## config.mk

```make
export PLATFORM = sky130hd
export DESIGN_NAME = fifo_ram
export DESIGN_NICKNAME = d
export VERILOG_FILES = /design/src/hdl/chan_pkg.sv /design/src/hdl/ram_pkg.sv /design/src/hdl/fifo_ram.sv
export VERILOG_INCLUDE_DIRS = /design/src /design/src/hdl
export SDC_FILE = /design/constraint.sdc
export NUM_CORES = 1
export LEC_CHECK = 0
export BUFFER_PORTS_ARGS = -buffer_cell sky130_fd_sc_hd__buf_4
export CAP_MARGIN = 20
export CORE_UTILIZATION = 45
export CTS_CLUSTER_DIAMETER = 50
export DETAILED_ROUTE_END_ITERATION = 12
export SLEW_MARGIN = 20
export SYNTH_ARGS = -nofsm -noshare
export SYNTH_HDL_FRONTEND = slang
export SYNTH_SLANG_ARGS = --single-unit
```

## constraint.sdc

```tcl
create_clock -name clk -period 3.3 [get_ports clk]
set_input_delay 0 -clock clk [delete_from_list [all_inputs] [get_ports clk]]
set_output_delay 0 -clock clk [all_outputs]
set_load 0.05 [all_outputs]
```

## src/hdl/fifo_cfg.svh

```systemverilog
//------------------------------------------------------------
// Build-time sizing of the two-channel shared FIFO
// Channel count, entries per channel and data width
//------------------------------------------------------------
`ifndef FIFO_CFG_SVH
`define FIFO_CFG_SVH

// Number of independent channels
`define FIFO_CHANNELS 2

// Entries per channel region in the shared RAM
`define FIFO_DEPTH 4

// Bits per stored word
`define FIFO_WIDTH 8

`endif

```

## src/hdl/chan_pkg.sv

```systemverilog
//------------------------------------------------------------
// Channel types of the shared FIFO
// Channel id and per-channel item count
//------------------------------------------------------------
`include "fifo_cfg.svh"

package chan_pkg;

  // Widths derived from the build macros
  localparam int CHAN_W  = $clog2(`FIFO_CHANNELS);
  localparam int COUNT_W = $clog2(`FIFO_DEPTH + 1);

  // Channel id, also the upper address field
  typedef logic [CHAN_W-1:0] chan_t;

  // Item count, 0 up to FIFO_DEPTH inclusive
  typedef logic [COUNT_W-1:0] count_t;

endpackage

```

## src/hdl/ram_pkg.sv

```systemverilog
//------------------------------------------------------------
// Storage types of the shared FIFO RAM
// Data word, slot index and the two-view address union
//------------------------------------------------------------
`include "fifo_cfg.svh"

package ram_pkg;

  // Slot field width, address is chan:slot
  localparam int SLOT_W = $clog2(`FIFO_DEPTH);
  localparam int ADDR_W = $bits(chan_pkg::chan_t) + SLOT_W;

  // One stored word
  typedef logic [`FIFO_WIDTH-1:0] data_t;

  // Slot within one channel region
  typedef logic [SLOT_W-1:0] slot_t;

  // Flat view indexes the array, cs view is built by the controllers
  typedef union packed {
    logic [ADDR_W-1:0] flat;
    struct packed {
      chan_pkg::chan_t chan;
      slot_t           slot;
    } cs;
  } ram_addr_u;

  // Next slot, wraps at the region end
  function automatic slot_t slot_incr(slot_t s);
    slot_t nxt;
    if (s == slot_t'(`FIFO_DEPTH - 1)) begin
      nxt = '0;
    end else begin
      nxt = s + 1'b1;
    end
    return nxt;
  endfunction

endpackage

```

## src/hdl/fifo_ram.sv

```systemverilog
//------------------------------------------------------------
// Shared storage of all FIFO channels
// One synchronous write port, one async read port per channel
//------------------------------------------------------------
`timescale 1ns/1ns
`include "fifo_cfg.svh"

module fifo_ram (
  input  logic               clk,

  // Write port from the arbiter
  input  logic               wr_en,
  input  ram_pkg::ram_addr_u wr_addr,
  input  ram_pkg::data_t     wr_data,

  // Read ports, one per channel
  input  ram_pkg::ram_addr_u rd_addr [`FIFO_CHANNELS],
  output ram_pkg::data_t     rd_data [`FIFO_CHANNELS]
);
  import ram_pkg::*;

  // Channel regions laid out back to back
  data_t mem [`FIFO_CHANNELS * `FIFO_DEPTH];

  always_ff @(posedge clk) begin
    if (wr_en) begin
      mem[wr_addr.flat] <= wr_data;
    end
  end

  // Zero-latency reads
  for (genvar g = 0; g < `FIFO_CHANNELS; g++) begin : g_rd
    assign rd_data[g] = mem[rd_addr[g].flat];
  end

endmodule

```

======== Word level (Yosys, flattened, before mapping) ========
Memory sizes are Yosys's and may differ from the RTL's.
Cells that the tools add are included.
word-level totals
  output and inout bits ................... 16
  memories ................................ 1
  bits in writable memories ............... 64
  register bits ........................... 0
  logic and storage cells ................. 3
  latch bits .............................. 0
  memory bits (read-only) ................. 0
  bits of input ports ..................... 19
memories
  name  words  width  rd ports  clocked after memory_dff  write ports  line            text
  mem   8      8      2         0                         1            fifo_ram.sv:23  data_t mem [`FIFO_CHANNELS * `FIFO_DEPTH];
cells by class
  reduce and logical (&&, ||, !) cells .... 0
  equality and inequality tests ........... 0
  shift-type cells ........................ 0
  add/sub/neg operators ................... 0
  $mul .................................... 0
  bitwise gates (word level) .............. 0
  $lt $le $gt $ge ......................... 0
  div/mod/pow operators ................... 0
  multiplexer cells ....................... 2
operator list
  cell               count
  1-bit two-way mux  2

======== Longest topological paths before layout ========
  depth in word-level cells ............... 2
  depth in mapped cells ................... 4
  gate-level depth less buffers ........... 2

======== Least setup slack after synthesis ========
Ideal clock, no wire load.
  kind .................................... reg-to-output
  from .................................... mem mem[3][1] (netlist bit)
  to ...................................... out rd_data[1] (netlist bit)
  arrival time ............................ 1.226 ns
  stages on the path, launching flop included .. 3
  path buffers ............................ 0
  required time ........................... 3.300 ns
  setup slack ............................. 2.074 ns
  cell sequence ........................... edfxtp_1 -> mux4_1 -> mux2_2
RTL lines
  item                line            text
  start: declaration  fifo_ram.sv:23
  end: declaration    fifo_ram.sv:18  output ram_pkg::data_t rd_data [`FIFO_CHANNELS]

==> flow_summary.json <==
{
  "synthAdderAreaFrac_pct": 0,
  "design_area_mm2": 0.00359,
  "largest_register_ffs": 64,
  "fp.dieH_um": 84.7,
  "drtAntennaViolNets": 0,
  "worst_pin_slew_ns": 0.949,
  "n_antenna_cell": 0,
  "clockRootBuffer": "clkbuf_8",
  "finalHoldViolations": 0,
  "nets": 198,
  "synth_compound_area_share_pct": 0,
  "cts-htree-levels": 3,
  "final_util_pct": 55.5,
  "tritoncts": "built",
  "power_frac_comb_pct": 14.9,
  "ioPinCount": 35,
  "p_int_mw": 1.29,
  "dp_cells": 237,
  "synth_top_family_by_area": "multiplexers",
  "cts.clk_slew.worst_paths_ns": 0.07,
  "power.share.clock_pct": 31.2,
  "top_register": "mem",
  "synth.yosys.seq_area_share_pct": 62.4,
  "holdCritPathClass": "input pin to flip-flop",
  "gp_congestion": 0.652,
  "min_period_over_period_pct": 52.7,
  "end_kind": "output pin",
  "cp-start-kind": "flip-flop",
  "slew_headroom_pct": 36.5,
  "ys_types": 13,
  "crit_type": "flip-flop to output pin",
  "dpl.hpwl_um": 3800,
  "min_period_ns": 1.74,
  "placed_area_mm2": 0.00335,
  "vias_per_cell": 5.94,
  "holdWs_ns": 0.0713,
  "yosys.area_share.simple_pct": 1.91,
  "p_per_area_mw_per_mm2": 483,
  "rsz0062_at_grt": "no",
  "report.final.slew_viol_count": 0,
  "antenna_found_initial": 0,
  "synth_nets": 154,
  "crit_arrival_ns": 1.74,
  "fp-row-count": 29,
  "grt_overflow": 0,
  "final_cells": 260,
  "grt_pass1_vias": 1621,
  "syn_inst": 135,
  "netlist_area_mm2": 0.00308,
  "first_pass_iters": 6,
  "place_ws_ns": 1.86,
  "vdd_drop_max_mv": 0.301,
  "initial_core_util_pct": 47.7,
  "wl_per_cell_um": 23.8,
  "area_growth_pct": 16.5,
  "route.detailed.drc": 0,
  "drive_gt1_share_pct": 36.6,
  "power_mw": 1.73,
  "cts_buffer_depth": 2,
  "setup_tns_ns": 0,
  "synth-xor-area-share_pct": 0,
  "synth-seq-cells": 64,
  "die_w_um": 84.7,
  "power_switching_uw": 438,
  "p_sw_share_pct": 25.3,
  "design.die.area_mm2": 0.00717,
  "io_buffers": 34,
  "routed_wl_um": 6190,
  "p_seq_share_pct": 53.9,
  "grtUsageTotal_pct": 18.8,
  "required_ns": 3.30,
  "final-setup-viol-count": 0,
  "ys_warn_count": 0,
  "fp.coreArea_mm2": 0.00646,
  "syn_avg_cell_area_um2": 22.8,
  "worst_slack_ns": 1.56,
  "path_max_fanout": 2,
  "numCtsBuffers": 9,
  "status": "finished clean",
  "grt_pass1_wl_um": 9330,
  "clock_sinks": 64,
  "drtIter0Drc": 102,
  "leakage_nw": 1.27,
  "fmax_mhz": 576,
  "grt_max_degree": 17,
  "route.vias.total": 1544,
  "synth_mux_area_share_pct": 32.8,
  "postCtsResizedCells": 0,
  "top_regs": "mem x64",
  "cap_violations": 0
}
## kinds of logic (layout without fill, tap and decap cells)
logic type | count (synthesis) | after routing
muxes | 48 | 48
and+or+nand+nor | 13 | 13
DFF | 64 | 64
buffers and inverters | 10 | 58
## metal layers
layer	vias to the layer above	routed length [um]	track usage (%)
met5	-	0	0
met3	9	152	3.05
met4	0	94	8.01
met2	38	3350	32.7
met1	805	2590	23.4
li1	692	-	-
## final cells by class
cell class	instances	area (um^2)
well taps	77	96.3
clock inverters	5	25.0
repair buffers	43	343
flip-flops and latches	64	1920
fillers	499	2870
clock buffers	10	128
multi-input cells	61	1070
## power by group through the flow
| stage | registers [mW] | clock network (mW) | logic (mW) |
|---|---|---|---|
| finish | 0.933 | 0.540 | 0.259 |
| global placement | 0.948 | 0 | 0.249 |
| floorplan | 0.945 | 0 | 0.182 |
| global route | 0.935 | 0.585 | 0.272 |
| detailed placement | 0.950 | 0 | 0.254 |
| CTS | 0.933 | 0.548 | 0.262 |
## final timing paths
check / startpoint / cells after the start / endpoint
setup / recovery: mem[1][0] / 3 / rd_data[0]
hold / removal: wr_addr[0] / 2 / mem[0][0]
## synth_stat cells
cell type | number | share of area, %
edfxtp_1 | 64 | 62
mux4_1 | 29 | 25
mux2_2 | 16 | 5.9
nor2_1 | 6 | 0.73
mux4_2 | 3 | 2.2
nand2b_1 | 3 | 0.61
buf_1 | 2 | 0.24
buf_12 | 2 | 1.3
buf_2 | 2 | 0.33
buf_6 | 2 | 0.73
clkbuf_1 | 2 | 0.24
nand2_1 | 2 | 0.24
nor3_1 | 2 | 0.33
## critical path, stage by stage, from the launching register on
cell and delay [ns]:
edfxtp_1 0.41, mux4_1 0.52, mux2_2 0.28, buf_4 0.19
## timing repair
action | CTS | global route
hold buffers | 8 | 0
hold endpoints to repair | 64 | 0
setup buffers | 0 | 0
## cell usage in the layout, fill, tap and decap left out
cell type / netlist / routed
nand2b_1: 3 / 3
nor2_1: 6 / 6
nor3_2: 0 / 1
clkinv_1: 0 / 2
clkbuf_1: 2 / 1
buf_4: 0 / 35
mux4_2: 3 / 3
clkinv_2: 0 / 2
mux4_1: 29 / 29
dlygate4sd3_1: 0 / 8
edfxtp_1: 64 / 64
clkinvlp_4: 0 / 1
clkbuf_8: 0 / 9
nand2_1: 2 / 2
nor3_1: 2 / 1
mux2_2: 16 / 16
Power figures use the tool's default switching activity.
