File: config.mk
export PLATFORM = sky130hd
export DESIGN_NAME = fifo_pop_ctrl_flat
export DESIGN_NICKNAME = d
export VERILOG_FILES = /design/src/hdl/chan_pkg.sv /design/src/hdl/ram_pkg.sv /design/src/hdl/fifo_ifs.sv /design/src/hdl/fifo_pop_ctrl.sv /design/src/flat_wrapper.sv
export VERILOG_INCLUDE_DIRS = /design/src /design/src/hdl
export SDC_FILE = /design/constraint.sdc
export NUM_CORES = 1
export LEC_CHECK = 0
export ABC_AREA = 1
export BUFFER_PORTS_ARGS = -buffer_cell sky130_fd_sc_hd__buf_2
export CORE_AREA = 2 2 39 41
export CTS_CLUSTER_SIZE = 16
export DETAILED_ROUTE_END_ITERATION = 7
export DIE_AREA = 0 0 41 43
export GPL_TIMING_DRIVEN = 1
export HOLD_SLACK_MARGIN = 0.08
export PLACE_DENSITY_LB_ADDON = 0.05
export RECOVER_POWER = 25
export SYNTH_ARGS = -nofsm -noshare
export SYNTH_HDL_FRONTEND = slang
export SYNTH_SLANG_ARGS = --single-unit
File: constraint.sdc
create_clock -name clk -period 3.8 [get_ports clk]
set_clock_uncertainty 0.2 [all_clocks]
set_input_delay 0.19 -clock clk [delete_from_list [all_inputs] [get_ports clk]]
set_output_delay 0.19 -clock clk [all_outputs]
set_load 0.05 [all_outputs]
File: src/hdl/fifo_cfg.svh
//------------------------------------------------------------
// Build-time sizing of the two-channel shared FIFO
// Channel count, entries per channel and data width
//------------------------------------------------------------
`ifndef FIFO_CFG_SVH
`define FIFO_CFG_SVH

// Number of independent channels
`define FIFO_CHANNELS 2

// Entries per channel region in the shared RAM
`define FIFO_DEPTH 4

// Bits per stored word
`define FIFO_WIDTH 8

`endif

File: src/hdl/chan_pkg.sv
//------------------------------------------------------------
// Channel types of the shared FIFO
// Channel id and per-channel item count
//------------------------------------------------------------
`include "fifo_cfg.svh"

package chan_pkg;

  // Widths derived from the build macros
  localparam int CHAN_W  = $clog2(`FIFO_CHANNELS);
  localparam int COUNT_W = $clog2(`FIFO_DEPTH + 1);

  // Channel id, also the upper address field
  typedef logic [CHAN_W-1:0] chan_t;

  // Item count, 0 up to FIFO_DEPTH inclusive
  typedef logic [COUNT_W-1:0] count_t;

endpackage

File: src/hdl/ram_pkg.sv
//------------------------------------------------------------
// Storage types of the shared FIFO RAM
// Data word, slot index and the two-view address union
//------------------------------------------------------------
`include "fifo_cfg.svh"

package ram_pkg;

  // Slot field width, address is chan:slot
  localparam int SLOT_W = $clog2(`FIFO_DEPTH);
  localparam int ADDR_W = $bits(chan_pkg::chan_t) + SLOT_W;

  // One stored word
  typedef logic [`FIFO_WIDTH-1:0] data_t;

  // Slot within one channel region
  typedef logic [SLOT_W-1:0] slot_t;

  // Flat view indexes the array, cs view is built by the controllers
  typedef union packed {
    logic [ADDR_W-1:0] flat;
    struct packed {
      chan_pkg::chan_t chan;
      slot_t           slot;
    } cs;
  } ram_addr_u;

  // Next slot, wraps at the region end
  function automatic slot_t slot_incr(slot_t s);
    slot_t nxt;
    if (s == slot_t'(`FIFO_DEPTH - 1)) begin
      nxt = '0;
    end else begin
      nxt = s + 1'b1;
    end
    return nxt;
  endfunction

endpackage

File: src/hdl/fifo_ifs.sv


//------------------------------------------------------------
// Push to pop handshakes of one channel
//------------------------------------------------------------
interface fifo_ctrl_if;
  import ram_pkg::*;

  // Entry count events
  logic  ram_push;
  logic  ram_pop;

  // Bypass path, used only while the channel is empty
  logic  bypass_valid;
  logic  bypass_ready;
  data_t bypass_data;

  modport push (
    output ram_push, output bypass_valid, output bypass_data,
    input  ram_pop,  input  bypass_ready
  );

  modport pop (
    input  ram_push, input  bypass_valid, input bypass_data,
    output ram_pop,  output bypass_ready
  );
endinterface

File: src/hdl/fifo_pop_ctrl.sv
//------------------------------------------------------------
// Pop controller of one FIFO channel
// Zero-latency RAM read, bypass mux, items and empty flags
//------------------------------------------------------------
`timescale 1ns/1ns

module fifo_pop_ctrl #(
  parameter chan_pkg::chan_t chan_id = '0
) (
  input  logic               clk,
  input  logic               rst_n,

  input  logic               pop_ready,
  output logic               pop_valid,
  output ram_pkg::data_t     pop_data,

  // Status flags
  output chan_pkg::count_t   items,
  output logic               empty,

  // Combinational read port
  output ram_pkg::ram_addr_u rd_addr,
  input  ram_pkg::data_t     rd_data,

  // Handshakes with the push side
  fifo_ctrl_if.pop           ctrl
);
  import ram_pkg::*;
  import chan_pkg::*;

  logic   pop;
  // Head slot of this channel
  slot_t  rd_slot;
  count_t items_next;
  logic   empty_next;

  //------------------------------------------------------------
  // Datapath
  //------------------------------------------------------------
  assign pop = pop_valid && pop_ready;

  // Bypass only when empty and the consumer is ready
  assign ctrl.bypass_ready = empty && pop_ready;
  assign pop_valid         = ctrl.bypass_valid || !empty;
  assign pop_data          = ctrl.bypass_valid ? ctrl.bypass_data : rd_data;

  // A bypassed word never touches the RAM
  assign ctrl.ram_pop = pop && !ctrl.bypass_valid;

  // Read address is the head, data returns same cycle
  always_comb begin
    rd_addr.cs.chan = chan_id;
    rd_addr.cs.slot = rd_slot;
  end

  always_ff @(posedge clk or negedge rst_n) begin
    if (!rst_n) begin
      rd_slot <= '0;
    end else if (ctrl.ram_pop) begin
      rd_slot <= slot_incr(rd_slot);
    end
  end

  //------------------------------------------------------------
  // Status flags
  //------------------------------------------------------------
  always_comb begin
    items_next = items;
    if (ctrl.ram_push && !ctrl.ram_pop) begin
      items_next = items + 1'b1;
    end else if (!ctrl.ram_push && ctrl.ram_pop) begin
      items_next = items - 1'b1;
    end
  end

  assign empty_next = (items_next == '0);

  // Registered only on a count event
  always_ff @(posedge clk or negedge rst_n) begin
    if (!rst_n) begin
      items <= '0;
      empty <= 1'b1;
    end else if (ctrl.ram_push || ctrl.ram_pop) begin
      items <= items_next;
      empty <= empty_next;
    end
  end

endmodule

File: src/flat_wrapper.sv
// flat-port wrapper written by rule: the top's interface ports become plain ports
module fifo_pop_ctrl_flat import ram_pkg::*; import chan_pkg::*;
#(
  parameter chan_pkg::chan_t chan_id = '0
)
  (clk, rst_n, pop_ready, pop_valid, pop_data, items, empty, rd_addr, rd_data, ctrl_ram_push, ctrl_bypass_valid, ctrl_bypass_data, ctrl_ram_pop, ctrl_bypass_ready);
  fifo_ctrl_if ctrl_i ();
  input  logic clk;
  input  logic rst_n;
  input  logic pop_ready;
  output logic pop_valid;
  output ram_pkg::data_t pop_data;
  output chan_pkg::count_t items;
  output logic empty;
  output ram_pkg::ram_addr_u rd_addr;
  input  ram_pkg::data_t rd_data;
  input wire logic [$bits(ctrl_i.ram_push)-1:0] ctrl_ram_push;
  input wire logic [$bits(ctrl_i.bypass_valid)-1:0] ctrl_bypass_valid;
  input wire logic [$bits(ctrl_i.bypass_data)-1:0] ctrl_bypass_data;
  output wire logic [$bits(ctrl_i.ram_pop)-1:0] ctrl_ram_pop;
  output wire logic [$bits(ctrl_i.bypass_ready)-1:0] ctrl_bypass_ready;
  assign ctrl_i.ram_push = ctrl_ram_push;
  assign ctrl_i.bypass_valid = ctrl_bypass_valid;
  assign ctrl_i.bypass_data = ctrl_bypass_data;
  assign ctrl_ram_pop = ctrl_i.ram_pop;
  assign ctrl_bypass_ready = ctrl_i.bypass_ready;
  fifo_pop_ctrl #(.chan_id(chan_id)) u_core (.clk(clk), .rst_n(rst_n), .pop_ready(pop_ready), .pop_valid(pop_valid), .pop_data(pop_data), .items(items), .empty(empty), .rd_addr(rd_addr), .rd_data(rd_data), .ctrl(ctrl_i));
endmodule
# Word level (Yosys, flattened, before mapping)
# Cells that the tools add are included.
# op_classes
n_reduce_logical,12
eq_ne,1
mux,4
add_sub_neg,3
# op_table
cell,n
$mux W8,1
$mux W3,2
$logic_and A1 B1 Y1,5
$logic_not A1 Y1,4
$add A3 B1 Y3 const B,1
$logic_not A3 Y1,1
$sub A3 B1 Y3 const B,1
$add A2 B1 Y2 const B,1
$eq A2 B2 Y1 const B,1
$logic_or A1 B1 Y1,2
$mux W2,1
# word_totals
regBits,6
output_inout_bits,18
word_cells,23

# Logic depth before layout (Yosys ltp)
# Gate-level depths: netlist of the first run.
# logic_depth
depth_word,8
mapped_depth,10
mapped_depth_nobuf,9

# Worst setup path before layout of the first run
# Ideal clock, no wire load.
# synth_path
path_type,register to register
from,register u_core.items[0]
to,register u_core.empty
path_slack_ns,2.061
setup_ns,0.061
arrival_ns,1.478
path_stages_with_launch,10
required_ns,3.539
path_cell_list,dfrtp_1 inv_1 ha_1 inv_1 nand2_1 nand2_2 nand2_2 nor2_2 nand2_1 nand2_1
# synth_between
elab_chain_len,4
elab_cells_between_ends,5
# synth_lines
element,line_no,source
"start, declared",fifo_pop_ctrl.sv:18,"output chan_pkg::count_t items,"
"start signal, assigned",fifo_pop_ctrl.sv:84,items <= items_next;
$sub A3 B1 Y3,fifo_pop_ctrl.sv:72,items_next = items - 1'b1;
$mux W3,fifo_pop_ctrl.sv:71,end else if (!ctrl.ram_push && ctrl.ram_pop) begin
$mux W3 (*),fifo_pop_ctrl.sv:69,if (ctrl.ram_push && !ctrl.ram_pop) begin
$logic_not A3 Y1 (*),fifo_pop_ctrl.sv:76,assign empty_next = (items_next == '0);
"end signal, assigned",fifo_pop_ctrl.sv:85,empty <= empty_next;
"end, declared",fifo_pop_ctrl.sv:19,"output logic empty,"
# Every way passes the cells marked *; elsewhere a longest branch is shown, timed or not.
# A chain may end at the register's enable or synchronous reset.

# Worst setup path in the final report of the first run
# layout_path
from,register u_core.empty
to,output ctrl_ram_pop
# layout_between
elab_chain_len,4
# layout_lines
element,line_no,source
$logic_not A1 Y1,fifo_pop_ctrl.sv:44,assign pop_valid = ctrl.bypass_valid || !empty;
$logic_or A1 B1 Y1,fifo_pop_ctrl.sv:44,
$logic_and A1 B1 Y1,fifo_pop_ctrl.sv:40,assign pop = pop_valid && pop_ready;
$logic_and A1 B1 Y1,fifo_pop_ctrl.sv:48,assign ctrl.ram_pop = pop && !ctrl.bypass_valid;
"end, declared",flat_wrapper.sv:20,output wire logic [$bits(ctrl_i.ram_pop)-1:0] ctrl_ram_pop;
# No other way between the ends.

==> results of run 1 <==
==> metal layers <==
layer	part of all wire [%]	track usage, %	vias up
met4	0	0	0
met1	38	16.2	260
met5	0	0	-
met2	51	30.6	27
met3	12	5.24	0
li1	-	-	324
==> registers in the layout, indices dropped and copies added (netlist names) <==
name            cells
u_core.empty        1
u_core.items        3
u_core.rd_slot      2
==> what timing repair did <==
action                     in CTS  in global routing
hold buffers                    1                  0
setup buffers                   0                  0
hold endpoints to repair        6                  0
setup endpoints to repair       0                  0
==> tightest hold or removal path, stage by stage <==
cell and delay [ns]:
buf_2 0.13, inv_1 0.10, nand2_1 0.07, nand2_1 0.05
==> worst min-delay path by stage <==
stage          slack [ns]                 to           from  cells after the start
2_1_floorplan       -0.31    u_core.items[0]          rst_n                      0
6_report              0.1       u_core.empty  ctrl_ram_push                      4
5_1_grt              0.14       u_core.empty  ctrl_ram_push                      4
4_1_cts              0.09       u_core.empty  ctrl_ram_push                      4
3_3_place_gp        -0.18  u_core.rd_slot[1]          rst_n                      1
3_5_place_dp        -0.18  u_core.rd_slot[1]          rst_n                      1
==> power groups by stage <==
stage               logic, W  registers [W]  clock network [W]
floorplan           0.000197       0.000244                  0
global placement    0.000387       0.000137                  0
detailed placement  0.000392       0.000139                  0
CTS                 0.000394       0.000138          0.0000638
global route        0.000426       0.000143          0.0000672
finish              0.000387       0.000137          0.0000624
==> cell usage after synthesis <==
library cell,count,share of area (%)
nand2_1,40,28
inv_1,8,5.7
dfrtp_1,5,24
nand3_1,5,4.7
nand2_2,4,4.7
ha_1,3,7.1
nand2_4,2,4.3
nor2_1,2,1.4
nor2_2,2,2.4
buf_4,1,1.4
buf_6,1,2.1
clkinv_1,1,0.71
conb_1,1,0.71
dfstp_2,1,5.0
nand3_2,1,1.9
nand4_1,1,1.2
nor2_4,1,2.1
o21a_1,1,1.4
o21ai_0,1,0.95
==> cell usage in the layout (no fill, tap or decap), types with 2 or more instances in the layout <==
cell	count
nand2_2	4
nand3_1	5
nand2_4	2
dfrtp_1	5
clkbuf_4	3
nand2_1	40
buf_2	35
clkbuf_1	3
nor2_2	2
nor2_1	2
inv_1	8
ha_1	3
==> cell type report <==
class | instances | area [um2]
tap | 16 | 20.0
multi-input combinational | 64 | 324
inverter | 9 | 33.8
timing repair buffer | 38 | 193
sequential | 6 | 151
clock buffer | 4 | 26.3
fill | 148 | 636
==> cells by family after synthesis <==
group / count (synthesis) / share of synthesized area [%]
and+or+nand+nor: 58 / 51.2
adders and majority gates: 3 / 7.11
other: 1 / 0.710
buffers and inverters: 11 / 9.95
AOI/OAI and AO/OA: 2 / 2.37
DFF: 6 / 28.7
==> metrics by stage <==
| stage | cell area (um2) | cells | hold WS [ns] | total power, W | util [%] |
|---|---|---|---|---|---|
| 6_report | 748 | 137 | 0.0994 | 0.000586 | 54.1 |
| 5_1_grt | 748 | 137 | 0.144 | 0.000636 | 54.1 |
| 4_1_cts | 751 | 137 | 0.0910 | 0.000596 | 54.2 |
| 3_5_place_dp | 714 | 132 | -0.181 | 0.000531 | 51.6 |
| 3_3_place_gp | 714 | 132 | -0.182 | 0.000524 | 51.6 |
| 2_1_floorplan | 528 | 81 | -0.306 | 0.000441 | - |
==> reports/metrics.csv, run 1 <==
metric,value,unit
"Avg Cell Area, Syn",6.52,um2
post-route clock period utilization,43.9,%
TritonRoute pass-1 iters,4,
die area,1760,um2
slowest CP cell,dfstp_2,
final setup violation count,0,
Slew HR,61.0,%
combinational power share,66.0,%
internal power,0.000246,W
Synth Cell Area,528,um2
VDD IR-drop max,0.468,mV
Pleak,0.481,nW
total grt overflow,0,
CTS tree,yes,
crit path max fanout,6,
DRC viols,0,
DR vias,611,
vias per cell,4.46,
r2r endpoint,u_core.empty,
crit path kind,flip-flop to output port,
share of cells above drive strength 1,40.5,%
sw power,0.000340,W
"Seq/Total Area, Yosys",28.7,%
HP Class,input pin to flip-flop,
H-tree depth,1,
Routed Antenna Nets,0,
DR WL/cell,9.27,um
GP Congestion,0.818,
row count,14,
CTS Buf Count,3,
worst setup path endpoint,ctrl_ram_pop,
clock sinks,6,
Clock Path Buffers,2,
peak per-stage delay on the critical path,0.58,ns
final hold violations,0,
WP depth,4,
clock network power share,10.6,%
Worst Reg-to-Reg Cells,9,
maximum number of pins on one net before global-route repair,11,
Post-Route WL,1.27,mm
die outline width,41,um
total global-route track usage,15.9,%
Sequential Power Share,23.3,%
post-synth net total,105,
minimum clock period,1.67,ns
Worst Path Buf+Inv,2,
DP Wirelength,1.06,mm
Crit path max-delay family,flip-flops,
number of global-route vias before repair,540,
critical path data arrival time,1.28,ns
crit path cell chain,"nor2_4, nand2_4, inv_1, buf_2",
MaxCap Viol Count,0,
f_max,599,MHz
Switching Fraction,58.0,%
final worst setup slack,2.13,ns
Worst setup SP type,flip-flop,
area grow syn2layout,41.7,%
outcome,"finished, final reports clean",
IO Port Bufs,37,
ANT cells,0,
Core ar.,1380,um2
Critical path origin,u_core.empty,
cts repair resizes,0,
initial antenna violation count,0,
worst reg2reg path startpoint,u_core.items[0],
Cell variety after synth,19,
I/O pin total,39,
TNS Setup,0,ns
RSZ-0062 raised after global routing,false,
power per cell area,784,nW/um2
initial drt markers,3,
Starting Density,38.2,%
Worst-Skew Late Latency,0.24,ns
worst reg-to-reg setup slack,2.31,ns
worst path required time,3.41,ns
DIE HEIGHT,43,um
Place WS,2.31,ns
nets,146,
Synthesis Warnings,0,
first-pass GRT wire length,1.99,mm
Final Max Tran Viols,0,
"flops & latches, synth",6,
Critical Path Sink Type,output port,
"Reg clk slew, reported paths",0.04,ns
clock root cell,clkbuf_4,
Synth Instances,81,
Worst-Margin Slew,0.587,ns
(Power assumes the default switching activity.)
==> inputs of run 2 (changes only) <==
--- a/config.mk
+++ b/config.mk
@@ -6,12 +6,11 @@
 export SDC_FILE = /design/constraint.sdc
 export NUM_CORES = 1
 export LEC_CHECK = 0
-export ABC_AREA = 1
+export ABC_AREA = 0
 export BUFFER_PORTS_ARGS = -buffer_cell sky130_fd_sc_hd__buf_2
-export CORE_AREA = 2 2 39 41
+export CORE_UTILIZATION = 36
 export CTS_CLUSTER_SIZE = 16
 export DETAILED_ROUTE_END_ITERATION = 7
-export DIE_AREA = 0 0 41 43
 export GPL_TIMING_DRIVEN = 1
 export HOLD_SLACK_MARGIN = 0.08
 export PLACE_DENSITY_LB_ADDON = 0.05
==> constraint.sdc (replaced) <==
create_clock -name clk -period 1.4 [get_ports clk]
set_clock_uncertainty 0.2 [all_clocks]
set_input_delay 0.07 -clock clk [delete_from_list [all_inputs] [get_ports clk]]
set_output_delay 0.07 -clock clk [all_outputs]
set_load 0.05 [all_outputs]
==> reports/metrics.csv, run 2 <==
metric,value,unit
Final Core Density,64.8,%
most frequent cells in the layout,"buf_2, mux2_2, buf_4",
die outline width,41.9,um
vias per cell,4.89,
DRC viols,0,
"flops & latches, synth",6,
worst reg2reg path startpoint,u_core.empty,
critical path data arrival time,1.56,ns
Cell variety after synth,34,
initial drt markers,4,
ANT cells,0,
area of the multi-input gates,409,um2
MaxCap Viol Count,0,
Critical Path Sink Type,flip-flop,
first-pass GRT wire length,2.35,mm
Fin Hold WS,0.0539,ns
Core ar.,1490,um2
min-delay src,ctrl_ram_push,
"leading cell type in the layout, fill and taps excluded",buf_2,
I/O pin total,39,
Fillers,147,
post-synth net total,82,
IO Port Bufs,37,
total global-route track usage,17.7,%
total grt overflow,0,
maximum number of pins on one net before global-route repair,12,
Synth top cells by count,"mux2_2, dfrtp_1, nand2_1",
CTS tree,yes,
final setup violation count,9,
DIE HEIGHT,41.9,um
"Async S/R FF share, synth",100,%
CTS Buf Count,3,
clock root cell,clkbuf_4,
die area,1750,um2
number of global-route vias before repair,580,
DP Wirelength,1.07,mm
clock sinks,6,
Final Max Tran Viols,0,
outcome,"finished, violations left",
worst path required time,1.34,ns
GP Congestion,0.750,
Starting Density,38.4,%
Biggest register,u_core.items,
minimum clock period,1.62,ns
crit path max fanout,4,
DR vias,616,
Post-Route WL,1.47,mm
largest area contributor in the netlist,dfrtp_1,
nets,135,
HP Class,input pin to flip-flop,
Routed Antenna Nets,0,
RSZ-0062 raised after global routing,true,
Worst setup SP type,flip-flop,
Worst-Skew Late Latency,0.26,ns
number of enable flip-flop cells after synthesis,0,
final hold violations,0,
TritonRoute pass-1 iters,4,
H-tree depth,1,
TNS Setup,-1.20,ns
Synth top area share,21.9,%
area grow syn2layout,68.7,%
"Reg clk slew, reported paths",0.05,ns
final worst setup slack,-0.217,ns
Synth Cell Area,572,um2
VDD IR-drop max,1.16,mV
"Avg Cell Area, Syn",9.86,um2
failing checks,setup timing,
"Seq/Total Area, Yosys",26.5,%
post-route clock period utilization,115,%
dominant cells by area after synthesis,"dfrtp_1, mux2_2, ha_1, dfstp_2, xnor2_1",
Pleak,0.487,nW
Critical path origin,u_core.empty,
row count,14,
share of cells above drive strength 1,70.0,%
Synthesis Warnings,0,
crit path kind,flip-flop to flip-flop,
DR WL/cell,11.7,um
FF+latch area,154,um2
most common cell in the netlist,mux2_2,
Clock Path Buffers,2,
initial antenna violation count,0,
Synth Instances,58,
power per cell area,2000,nW/um2
max FFs per register,3,
Regs by FF count,"u_core.items: 3 flops, u_core.rd_slot: 2 flops, u_core.empty: 1 flops",
f_max,619,MHz
Main synth FF type,dfrtp_1,
-- run 2: cell types whose count changed after synthesis, moves of 2 or more --
| cell | change |
|---|---|
| nand2_1 | -36 |
| mux2_2 | +8 |
| inv_1 | -5 |
| nand3_1 | -5 |
| nand2_2 | -4 |
| xnor2_1 | +3 |
| a21o_1 | +2 |
| nand2b_1 | +2 |
| nor2_2 | -2 |
| nor2b_1 | +2 |
-- run 2: worst max-delay path: stages (launching register included) --
cell and delay (ns):
dfstp_2 0.37, or3b_4 0.38, buf_6 0.13, maj3_2 0.30
nand2_2 0.06, o31ai_2 0.05
-- run 2: path summary, 6_finish.rpt --
path	endpoint	slack [ns]	depth (start not counted)
max	u_core.items[1]	-0.22	5
min	u_core.items[0]	0.05	3
max reg2reg	u_core.items[1]	-0.22	5
min reg2reg	u_core.rd_slot[1]	0.30	2
max in group asynchronous	u_core.items[1]	0.18	3
min in group asynchronous	u_core.empty	0.12	2
-- run 2: timing repair --
| item | 4_1_cts | 5_1_grt |
|---|---|---|
| resized for setup | 16 | 3 |
| hold buffers | 2 | 1 |
| buffers inserted | 2 | 1 |
| pin swaps | 6 | 1 |
| hold endpoints to repair | 8 | 1 |
| endpoints found under the setup margin | 10 | 9 |
-- run 2: routing by layer --
metal	vias to the layer above	global-route usage, %	share of wire, %
li1	303	-	-
met1	281	20.7	40
met2	30	30.3	50
met3	2	1.74	8.0
met4	0	11.6	1.3
met5	-	0	0
-- run 2: stage by stage --
step | power [W] | cells | cell area (um2) | setup slack [ns]
finish | 0.00193 | 126 | 965 | -0.217
global route | 0.00207 | 126 | 965 | -0.270
CTS | 0.00191 | 124 | 943 | -0.214
detailed placement | 0.00164 | 116 | 832 | -0.217
global placement | 0.00163 | 116 | 832 | -0.190
floorplan | 0.00128 | 58 | 587 | -0.359
-- run 2: cell type report --
type,count,area share [%]
Clock buffer,4,2.72
Inverter,3,1.43
Multi-Input combinational cell,45,42.4
Sequential cell,6,16.0
Tap cell,16,2.08
Timing Repair Buffer,52,35.4
-- run 2: power breakdown --
part	switching, W	total [W]	internal (W)
clock	0.0000761	0.000185	0.000109
combinational	0.000813	0.00141	0.000598
sequential	0.0000653	0.000335	0.000269
-- run 2: cells by family after synthesis --
| kind of cell | count (synthesis) | share of synthesized area (%) |
|---|---|---|
| buffers and inverters | 7 | 6.78 |
| muxes | 8 | 15.8 |
| xor gates and xnor gates | 4 | 6.13 |
| adders and majority gates | 4 | 8.53 |
| AOI/OAI and AO/OA | 8 | 12.7 |
| other | 1 | 0.656 |
| DFF | 6 | 26.5 |
| and+or+nand+nor | 20 | 23.0 |
