File: config.mk
export PLATFORM = sky130hd
export DESIGN_NAME = fifo_push_ctrl_flat
export DESIGN_NICKNAME = d
export VERILOG_FILES = /design/src/hdl/chan_pkg.sv /design/src/hdl/ram_pkg.sv /design/src/hdl/fifo_ifs.sv /design/src/hdl/fifo_push_ctrl.sv /design/src/flat_wrapper.sv
export VERILOG_INCLUDE_DIRS = /design/src /design/src/hdl
export SDC_FILE = /design/constraint.sdc
export NUM_CORES = 1
export LEC_CHECK = 0
export ABC_AREA = 1
export BUFFER_PORTS_ARGS = -buffer_cell sky130_fd_sc_hd__buf_2
export CAP_MARGIN = 0
export CORE_AREA = 2 2 39 41
export CTS_BUF_LIST = sky130_fd_sc_hd__clkbuf_16
export DETAILED_ROUTE_END_ITERATION = 8
export DIE_AREA = 0 0 41 43
export GPL_ROUTABILITY_DRIVEN = 0
export PLACE_DENSITY = 0.72
export SLEW_MARGIN = 20
export SYNTH_ARGS = -nofsm -noshare
export SYNTH_HDL_FRONTEND = slang
export SYNTH_SLANG_ARGS = --single-unit
File: constraint.sdc
create_clock -name clk -period 1.74 [get_ports clk]
set_input_delay 0.087 -clock clk [delete_from_list [all_inputs] [get_ports clk]]
set_output_delay 0.087 -clock clk [all_outputs]
set_load 0.005 [all_outputs]
File: src/hdl/fifo_cfg.svh
//------------------------------------------------------------
// Build-time sizing of the two-channel shared FIFO
// Channel count, entries per channel and data width
//------------------------------------------------------------
`ifndef FIFO_CFG_SVH
`define FIFO_CFG_SVH

// Number of independent channels
`define FIFO_CHANNELS 2

// Entries per channel region in the shared RAM
`define FIFO_DEPTH 4

// Bits per stored word
`define FIFO_WIDTH 8

`endif

File: src/hdl/chan_pkg.sv
//------------------------------------------------------------
// Channel types of the shared FIFO
// Channel id and per-channel item count
//------------------------------------------------------------
`include "fifo_cfg.svh"

package chan_pkg;

  // Widths derived from the build macros
  localparam int CHAN_W  = $clog2(`FIFO_CHANNELS);
  localparam int COUNT_W = $clog2(`FIFO_DEPTH + 1);

  // Channel id, also the upper address field
  typedef logic [CHAN_W-1:0] chan_t;

  // Item count, 0 up to FIFO_DEPTH inclusive
  typedef logic [COUNT_W-1:0] count_t;

endpackage

File: src/hdl/ram_pkg.sv
//------------------------------------------------------------
// Storage types of the shared FIFO RAM
// Data word, slot index and the two-view address union
//------------------------------------------------------------
`include "fifo_cfg.svh"

package ram_pkg;

  // Slot field width, address is chan:slot
  localparam int SLOT_W = $clog2(`FIFO_DEPTH);
  localparam int ADDR_W = $bits(chan_pkg::chan_t) + SLOT_W;

  // One stored word
  typedef logic [`FIFO_WIDTH-1:0] data_t;

  // Slot within one channel region
  typedef logic [SLOT_W-1:0] slot_t;

  // Flat view indexes the array, cs view is built by the controllers
  typedef union packed {
    logic [ADDR_W-1:0] flat;
    struct packed {
      chan_pkg::chan_t chan;
      slot_t           slot;
    } cs;
  } ram_addr_u;

  // Next slot, wraps at the region end
  function automatic slot_t slot_incr(slot_t s);
    slot_t nxt;
    if (s == slot_t'(`FIFO_DEPTH - 1)) begin
      nxt = '0;
    end else begin
      nxt = s + 1'b1;
    end
    return nxt;
  endfunction

endpackage

File: src/hdl/fifo_ifs.sv
//------------------------------------------------------------
// Internal buses of the shared FIFO
// RAM write request bus and push/pop control bus
//------------------------------------------------------------
`timescale 1ns/1ns

//------------------------------------------------------------
// Write request from one push controller to the arbiter
//------------------------------------------------------------
interface ram_wr_if;
  import ram_pkg::*;

  // Write fires when req and grant are both high
  logic      req;
  logic      grant;
  ram_addr_u addr;
  data_t     data;

  modport requester (output req, output addr, output data, input grant);

  // Grant only ever follows a req
  modport arbiter (input req, input addr, input data, output grant);
endinterface

//------------------------------------------------------------
// Push to pop handshakes of one channel
//------------------------------------------------------------
interface fifo_ctrl_if;
  import ram_pkg::*;

  // Entry count events
  logic  ram_push;
  logic  ram_pop;

  // Bypass path, used only while the channel is empty
  logic  bypass_valid;
  logic  bypass_ready;
  data_t bypass_data;

  modport push (
    output ram_push, output bypass_valid, output bypass_data,
    input  ram_pop,  input  bypass_ready
  );

  modport pop (
    input  ram_push, input  bypass_valid, input bypass_data,
    output ram_pop,  output bypass_ready
  );
endinterface

File: src/hdl/fifo_push_ctrl.sv
//------------------------------------------------------------
// Push controller of one FIFO channel
// Tracks stored slots, steers to bypass or RAM write request
//------------------------------------------------------------
`timescale 1ns/1ns
`include "fifo_cfg.svh"

module fifo_push_ctrl #(
  parameter chan_pkg::chan_t chan_id = '0
) (
  input  logic           clk,
  input  logic           rst_n,

  input  logic           push_valid,
  output logic           push_ready,
  input  ram_pkg::data_t push_data,

  // Shared write port request
  ram_wr_if.requester    wr,

  // Handshakes with the pop side
  fifo_ctrl_if.push      ctrl
);
  import ram_pkg::*;
  import chan_pkg::*;

  //------------------------------------------------------------
  // State
  //------------------------------------------------------------
  // Entries held in RAM for this channel
  count_t    used;
  // Next slot to write
  slot_t     wr_slot;
  logic      full;
  ram_addr_u wr_addr;

  assign full = (used == count_t'(`FIFO_DEPTH));

  //------------------------------------------------------------
  // Bypass steering
  //------------------------------------------------------------
  // Offer the word to the pop side only when it can take it now
  assign ctrl.bypass_valid = push_valid && ctrl.bypass_ready;
  assign ctrl.bypass_data  = push_data;

  //------------------------------------------------------------
  // RAM write request
  //------------------------------------------------------------
  // Bypass taken means no RAM write
  assign wr.req = push_valid && !full && !ctrl.bypass_ready;

  // Channel region plus slot
  always_comb begin
    wr_addr.cs.chan = chan_id;
    wr_addr.cs.slot = wr_slot;
  end

  assign wr.addr = wr_addr;
  assign wr.data = push_data;

  // Granted request is the write itself
  assign ctrl.ram_push = wr.req && wr.grant;

  // Accept on bypass or on a granted write
  assign push_ready = ctrl.bypass_ready || wr.grant;

  //------------------------------------------------------------
  // Slot tracking
  //------------------------------------------------------------
  always_ff @(posedge clk or negedge rst_n) begin
    if (!rst_n) begin
      used    <= '0;
      wr_slot <= '0;
    end else begin
      if (ctrl.ram_push) begin
        wr_slot <= slot_incr(wr_slot);
      end
      // Simultaneous push and pop leaves the count alone
      if (ctrl.ram_push && !ctrl.ram_pop) begin
        used <= used + 1'b1;
      end else if (!ctrl.ram_push && ctrl.ram_pop) begin
        used <= used - 1'b1;
      end
    end
  end

endmodule

File: src/flat_wrapper.sv
// flat-port wrapper written by rule: the top's interface ports become plain ports
module fifo_push_ctrl_flat import ram_pkg::*; import chan_pkg::*;
#(
  parameter chan_pkg::chan_t chan_id = '0
)
  (clk, rst_n, push_valid, push_ready, push_data, wr_req, wr_addr, wr_data, wr_grant, ctrl_ram_push, ctrl_bypass_valid, ctrl_bypass_data, ctrl_ram_pop, ctrl_bypass_ready);
  ram_wr_if wr_i ();
  fifo_ctrl_if ctrl_i ();
  input  logic clk;
  input  logic rst_n;
  input  logic push_valid;
  output logic push_ready;
  input  ram_pkg::data_t push_data;
  output wire logic [$bits(wr_i.req)-1:0] wr_req;
  output wire logic [$bits(wr_i.addr)-1:0] wr_addr;
  output wire logic [$bits(wr_i.data)-1:0] wr_data;
  input wire logic [$bits(wr_i.grant)-1:0] wr_grant;
  output wire logic [$bits(ctrl_i.ram_push)-1:0] ctrl_ram_push;
  output wire logic [$bits(ctrl_i.bypass_valid)-1:0] ctrl_bypass_valid;
  output wire logic [$bits(ctrl_i.bypass_data)-1:0] ctrl_bypass_data;
  input wire logic [$bits(ctrl_i.ram_pop)-1:0] ctrl_ram_pop;
  input wire logic [$bits(ctrl_i.bypass_ready)-1:0] ctrl_bypass_ready;
  assign wr_req = wr_i.req;
  assign wr_addr = wr_i.addr;
  assign wr_data = wr_i.data;
  assign wr_i.grant = wr_grant;
  assign ctrl_ram_push = ctrl_i.ram_push;
  assign ctrl_bypass_valid = ctrl_i.bypass_valid;
  assign ctrl_bypass_data = ctrl_i.bypass_data;
  assign ctrl_i.ram_pop = ctrl_ram_pop;
  assign ctrl_i.bypass_ready = ctrl_bypass_ready;
  fifo_push_ctrl #(.chan_id(chan_id)) u_core (.clk(clk), .rst_n(rst_n), .push_valid(push_valid), .push_ready(push_ready), .push_data(push_data), .wr(wr_i), .ctrl(ctrl_i));
endmodule
Word-level counts from Yosys, hierarchy flattened

Cells that the tools add are included.
Widths: inputs -> output; s select.

Add/sub/neg operators: 3
Multipliers: 0
Divide/modulo/power cells: 0
Magnitude comparators: 0
Equality and inequality tests: 2
Shifts and indexed selects: 0
Multiplexer cells: 3
Bitwise operators: 0
Reduce and logical (&&, ||, !) cells: 12

Operators by type and width:

| operator            | count |
|---|---|
| $logic_and 1x1->1   | 6 |
| $mux 3              | 2 |
| $logic_not 1->1     | 4 |
| $add 3x1->3 const B | 1 |
| $eq 3x3->1 const B  | 1 |
| $sub 3x1->3 const B | 1 |
| $add 2x1->2 const B | 1 |
| $eq 2x2->1 const B  | 1 |
| $mux 2              | 1 |
| $reduce_bool 2->1   | 1 |
| $logic_or 1x1->1    | 1 |

Bits in registers: 5
Latch bits: 0
RAM bits: 0
Memory bits (read-only): 0
Input bits: 14
Output and inout bits: 23
Word-level logic and storage cells: 22
Memories: 0

Longest topological paths before layout

Gate-level depths: netlist of the first run.

Word-level depth: 9
Mapped depth: 12
Gate-level depth less buffers: 12

Worst setup path after synthesis of the first run

Ideal clock, no wire load.

Kind: reg-to-reg
From: reg u_core.used[0]
To: reg u_core.used[2]
Data arrival time: 1.509 ns
Data required time: 1.623 ns
Slack: 0.114 ns
Cell stages (with the launch flop): 12
Period minus slack after synthesis: 1.626 ns
Cells stage by stage: dfrtp_1 nor2_2 nand2_2 nand3_2 inv_1 ha_1 inv_1 fa_1 nand2_1 nand3_1 nand2_1 nand2_1

Cells in the longest elaborated chain, start to end: 8
Elaborated cells on any way between the ends: 13

RTL lines:

| item                               | line                 | text |
|---|---|---|
| from (decl)                        | fifo_push_ctrl.sv:31 | `count_t used;` |
| from (signal assigned)             | fifo_push_ctrl.sv:80 | `used <= used + 1'b1;` |
| from (signal assigned)             | fifo_push_ctrl.sv:82 | `used <= used - 1'b1;` |
| $eq 3x3->1 *                       | fifo_push_ctrl.sv:37 | `` assign full = (used == count_t'(`FIFO_DEPTH)); `` |
| $logic_not 1->1 *                  | fifo_push_ctrl.sv:50 | `assign wr.req = push_valid && !full && !ctrl.bypass_ready;` |
| $logic_and 1x1->1 * (2 in a row)   | fifo_push_ctrl.sv:50 |  |
| $logic_and 1x1->1 *                | fifo_push_ctrl.sv:62 | `assign ctrl.ram_push = wr.req && wr.grant;` |
| net ctrl_ram_push                  | flat_wrapper.sv:18   | `output wire logic [$bits(ctrl_i.ram_push)-1:0] ctrl_ram_push;` |
| $logic_not 1->1                    | fifo_push_ctrl.sv:81 | `end else if (!ctrl.ram_push && ctrl.ram_pop) begin` |
| $logic_and 1x1->1                  | fifo_push_ctrl.sv:81 |  |
| $reduce_bool 2->1 (no source line) | -                    |  |

The timed path passes the listed nets; every way through them passes the cells marked *. The select of a mux whose other input is x is not followed.
A chain may end at the register's enable or synchronous reset.

Worst setup path after layout of the first run

From: reg u_core.used[1]
To: reg u_core.used[2]

Cells in the longest elaborated chain, start to end: 8
Elaborated cells on any way between the ends: 13

RTL lines:

| item                               | line |
|---|---|
| $eq 3x3->1                         | fifo_push_ctrl.sv:37 |
| $logic_not 1->1                    | fifo_push_ctrl.sv:50 |
| $logic_and 1x1->1 (2 in a row)     | fifo_push_ctrl.sv:50 |
| $logic_and 1x1->1                  | fifo_push_ctrl.sv:62 |
| $logic_not 1->1                    | fifo_push_ctrl.sv:81 |
| $logic_and 1x1->1                  | fifo_push_ctrl.sv:81 |
| $reduce_bool 2->1 (no source line) | - |

Parallel ways exist; a longest one is shown, timed or not. The select of a mux whose other input is x is not followed.

==> results.md, run 1 <==
- Setup Crit Path Kind: register to register
- Post-synth cell types: 17
- Hpwl dp: between 500 and 600 microns
- Hold slack: 166 ps
- Grt ovf: 0
- RSZ-0062 raised after global routing: no
- Data arrival, critical path: about 1700 ps
- Synthesized cell area: 460 sq um
- Routed len/inst: 9.66 microns
- Final wirelength: about 730 microns
- Top post-synthesis cells by area: buf_4 28%, dfrtp_1 27%, nand2_1 11%
- CP endpoint kind: register
- Cell taking the most area after synthesis: buf_4
- CP Launch Type: register
- CORE AREA: 0.00138 sq mm
- Cells on worst reg2reg path: 11
- CTS tree: built
- Clock Pin Slew Worst Setup and Hold Paths: 30 ps
- Setup TNS: 0 ps
- DRC: 0
- First-pass iteration count of the detailed router: 1
- Die Y-Extent: 43 microns
- Clk_lat worst skew: approximately 230 ps
- VDD IR-drop max: 0.658 mV
- Yosys top cell area share: 0.277
- Initial antenna violation count: 0
- Longest Clk Path Bufs: 2
- Share of cells above drive strength 1: 0.433
- Post-synthesis sequential area ratio: 0.272
- Critical Path RT: 1850 ps
- Max Transition Viols Final: 0
- Die area: 0.00176 sq mm
- Worst-path fanout max: 4
- Port Buffers: 11
- Layout area overhead: 12.2%
- Status: finished clean
- Final Hold Vio Count: 0
- Die Wd: about 41 microns
- Max Fclk: 616 MHz
- Warnings from Yosys: 0
- Setup violators final: 0
- Final min period: 1620 ps
- Layout Nets: 78
- Final worst path period share: 0.933
- HP Start: wr_grant
- # IOs: 37
- Via count: 316
- Lkg Pwr: 0.298 nW
- R2R Path Start: u_core.used[1]
- Post-synthesis register bit count: 5
- Number of global-route vias before repair: 294
- DRT antenna net count: 0
- H-tree levels: 1
- Starting density of the core: 0.333
- Clk sink count: 5
- Max-Cap Viols: 0
- Worst Hold Class: input port to register
- Hold path cells: 3
- Clock tree root driver cell: clkbuf_16
- # diodes: 0
- Avg Cell Area, Syn: 7.80 sq um
- TritonCTS buffer count: 3
- First-pass GRT wire length: 1.10 mm
- Iteration-0 DRC Markers: 0
- Vias per Instance: slightly above 4
- Num rows: 14
- Largest net degree at the start of global routing: 6
- Syn nets: 76
- Clock skew: 0.418 ps
- Synth Instances: slightly below 60
- Worst Setup SP: u_core.used[1]
- All-Layer GR Usage: 0.0961
- PD cells: 1730 mW/mm^2
-- cells in the mapped netlist --
| cell type | number |
|---|---|
| dfrtp_1 | 5 |
| ha_1 | 2 |
| conb_1 | 1 |
| nand4_1 | 3 |
| or2_2 | 1 |
| nand2_1 | 13 |
| nor2_1 | 1 |
| nor2_2 | 1 |
| nand3_1 | 1 |
| nor2_4 | 1 |
| xnor2_1 | 1 |
| buf_4 | 17 |
| inv_2 | 1 |
| fa_1 | 1 |
| inv_1 | 8 |
| nand2_2 | 1 |
| nand3_2 | 1 |
-- placed cells by master, fill, tap and decap left out --
cell	instances
buf_2	11
xnor2_1	1
ha_1	1
nor2_1	1
inv_1	7
nand3_2	1
nor2_2	1
conb_1	1
dfrtp_1	5
inv_2	3
fa_2	1
or2_2	1
nand3_1	1
ha_2	1
clkbuf_16	3
nand2_2	1
nand4_1	3
nand2_1	13
dlygate4sd3_1	1
nor2_4	1
buf_4	2
-- critical path: stages (launching register included) --
cell	delay, ps
dfrtp_1	370
nor2_2	50
nand2_2	90
nand3_2	100
inv_2	70
ha_2	180
inv_2	40
fa_2	330
nand2_1	90
nand3_1	80
nand2_1	60
nand2_1	50
-- per-stage QoR --
stage | setup slack (ps) | std cells | power (mW) | cell area [sq um] | util
floorplan | 114 | 59 | 0.427 | 460 | -
global placement | 103 | 70 | 0.487 | 415 | 0.300
detailed placement | 31.3 | 70 | 0.500 | 415 | 0.300
CTS | 29.8 | 75 | 0.879 | 504 | 0.364
global route | 12.2 | 76 | 0.963 | 517 | 0.373
finish | 116 | 76 | 0.892 | 517 | 0.373
-- flip-flops by register name, indices dropped and copies added (netlist names) --
register,count
u_core.used,3
u_core.wr_slot,2
-- layout make-up --
| type | instances | area [sq um] |
|---|---|---|
| inverter | 9 | 33.8 |
| tap | 16 | 20.0 |
| multi-input combinational | 28 | 179 |
| sequential | 5 | 125 |
| clock inverter | 1 | 3.75 |
| fill | 153 | 867 |
| timing repair buffer | 14 | 80.1 |
| clock buffer | 3 | 75.1 |
-- routing by layer --
layer	vias up	global-route usage	routed length, microns
met3	0	0.0366	68
met5	-	0	0
met2	13	0.141	367
li1	161	-	-
met4	0	0.0800	0
met1	142	0.102	298
-- repair_timing --
action / 4_1_cts / 5_1_grt
hold buffers: 1 / 0
setup buffers: 0 / 1
endpoints found under the setup margin: 0 / 2
hold endpoints to repair: 5 / 0
resized for setup: 0 / 4
-- where the power goes --
group / internal, mW / total, mW / switching (mW)
combinational: 0.146 / 0.295 / 0.148
sequential: 0.177 / 0.228 / 0.0508
clock: 0.297 / 0.370 / 0.0723
-- cells by family (layout without fill, tap and decap cells) --
logic type,Yosys count,in the layout,synth area share
AND/OR/NAND/NOR,23,23,0.253
buffers and inverters,26,27,0.351
other,1,1,0.00814
adder cells (fa/ha/maj),3,3,0.0978
XOR/XNOR,1,1,0.0190
flip-flops,5,5,0.272
-- worst paths after layout --
kind | end | slack (ps)
min | u_core.wr_slot[1] | 170
max reg2reg | u_core.used[2] | 120
max in group asynchronous | u_core.used[2] | 1410
max | u_core.used[2] | 120
min in group asynchronous | u_core.used[1] | 210
min reg2reg | u_core.wr_slot[1] | 510
Power figures use the tool's default switching activity.
==> inputs of run 2 (changes only) <==
Settings changed: CAP_MARGIN 0 to 40, CELL_PAD_IN_SITES_DETAIL_PLACEMENT set to 0, CELL_PAD_IN_SITES_GLOBAL_PLACEMENT set to 1, CORE_AREA 2 2 39 41 to unset, CORE_MARGIN set to 1.5, CORE_UTILIZATION set to 24, DIE_AREA 0 0 41 43 to unset, PLACE_DENSITY 0.72 to unset, PLACE_DENSITY_LB_ADDON set to 0.1.
==> run 2 against run 1 <==
  * Worst setup slack improved by 9.8 ps
  * Combinational power grew 7.1%
  * Register-to-register slack about the same
  * Via count up 0.32%
  * First-iteration DRC count grew 4
  * Largest power group unchanged
  * Highest routed layer is now met4
==> results.md, run 2 (same netlist as run 1, synthesis figures left out) <==
- Status: finished clean
- Hpwl dp: 571 microns
- Switching Fraction: 0.289
- Fin area: between 500 and 600 sq um
- Initial antenna violation count: 0
- Via count: 317
- Max Transition Viols Final: 0
- CP endpoint kind: register
- H-tree levels: 1
- Int Pwr: approximately 0.64 mW
- Power, Total: 0.900 mW
- NetSw: 0.260 mW
- PD cells: 1640 mW/mm^2
- Layout Nets: 81
- Hold slack: 174 ps
- CTS tree: built
- All-Layer GR Usage: 0.0701
- Final worst path period share: 0.928
- Longest Clk Path Bufs: 2
- Clk sink count: 5
- Lkg Pwr: 0.314 nW
- Largest net degree at the start of global routing: 6
- Max Fclk: 620 MHz
- # IOs: 37
- DRC: 0
- Port Buffers: 11
- Clk_lat worst skew: 230 ps
- Die area: about 0.0022 sq mm
- Die Wd: around 47 microns
- Die Y-Extent: 46.8 microns
- Vias per Instance: between 3 and 4
- Combinational group share of total power: 0.351
- Starting density of the core: 0.261
- Clock power frac: 0.406
- Most flop-heavy register: u_core.used
- Layout area overhead: 19.0%
- Iteration-0 DRC Markers: 4
- Commonest non-fill, non-tap cell in the layout: nand2_1
- First-pass iteration count of the detailed router: 4
- Setup violators final: 0
- Grt ovf: 0
- DRT antenna net count: 0
- TritonCTS buffer count: 3
- Post-layout util: 0.311
- Max reg flops: 3
- Final wirelength: 672 microns
- Worst-path fanout max: 2
- Final Hold Vio Count: 0
- Routed len/inst: 7.64 microns
- Final WS setup: 126 ps
- Clock tree root driver cell: clkbuf_16
- Number of global-route vias before repair: 270
- Clock Pin Slew Worst Setup and Hold Paths: ~30 ps
- CP Launch Type: register
- Max-Cap Viols: 0
- Share of cells above drive strength 1: 0.413
- Placed instance area: 449 sq um
- Num rows: 15
- Setup TNS: 0 ps
- Inst Count DP: 82
- VDD IR-drop max: 0.690 mV
- Final min period: 1610 ps
- Setup WS pre-CTS: around 93 ps
- Data arrival, critical path: roughly 1700 ps
- Most frequent cells in the layout: 13 x nand2_1, 11 x buf_2, 9 x inv_1
- RSZ-0062 raised after global routing: no
- # diodes: 0
- Critical Path RT: 1850 ps
- Largest regs: u_core.used (3), u_core.wr_slot (2)
- First-pass GRT wire length: 1.03 mm
- Worst Hold Class: input port to output pin
- Clock skew: 1.55 ps
- Final std cells w/o fill: 88
- CORE AREA: 0.00176 sq mm
- Setup Crit Path Kind: register to register
- Reg power frac: 0.243
run 2: cell types whose count changed in the layout (fill, tap and decap cells not counted):
cell	previous run	this run
inv_1	7	9
buf_4	2	5
fa_1	0	1
fa_2	1	0
inv_2	3	1
run 2: final timing paths:
| check | slack [ps] | start | depth (start not counted) | end |
|---|---|---|---|---|
| worst min register to register | 500 | u_core.wr_slot[1] | 2 | u_core.wr_slot[1] |
| worst max-delay path | 130 | u_core.used[2] | 10 | u_core.used[2] |
| worst max register to register | 130 | u_core.used[2] | 10 | u_core.used[2] |
| max in group asynchronous | 1420 | rst_n | 2 | u_core.used[1] |
| min in group asynchronous | 200 | rst_n | 2 | u_core.wr_slot[1] |
| worst min-delay path | 170 | push_data[4] | 0 | ctrl_bypass_data[4] |
run 2: worst max-delay path, cell delays in order, from the launching register on:
cell	delay (ps)
dfrtp_1	370
nand2_2	80
nand3_2	70
inv_1	80
ha_2	180
inv_1	60
fa_1	370
nand2_1	100
nand3_1	80
nand2_1	60
nand2_1	40
run 2: final cells by class:
| cell class | instances | area, sq um |
|---|---|---|
| Clock buffer | 3 | 75.1 |
| Inverter | 9 | 33.8 |
| Clock inverter | 1 | 3.75 |
| Tap cell | 25 | 31.3 |
| Timing Repair Buffer | 17 | 103 |
| Fill cell | 206 | 1220 |
| Sequential cell | 5 | 125 |
| Multi-Input combinational cell | 28 | 176 |
run 2: power groups by stage:
stage	clock network (mW)	registers, mW	logic, mW
2_1_floorplan	0	0.235	0.192
3_3_place_gp	0	0.228	0.307
3_5_place_dp	0	0.225	0.303
4_1_cts	0.372	0.224	0.306
5_1_grt	0.387	0.226	0.365
6_report	0.365	0.219	0.316
run 2: what timing repair did:
| item | 4_1_cts | 5_1_grt |
|---|---|---|
| buffers inserted | 0 | 1 |
| hold buffers | 1 | 0 |
| setup endpoints to repair | 0 | 1 |
| gates resized for setup | 0 | 1 |
| endpoints found under the hold margin | 5 | 0 |
run 2: per-layer routing:
metal / track usage / part of all wire
met1: 0.0802 / 0.46
met3: 0.0423 / 0.11
met4: 0.0556 / 0.021
met5: 0 / 0
met2: 0.0932 / 0.41
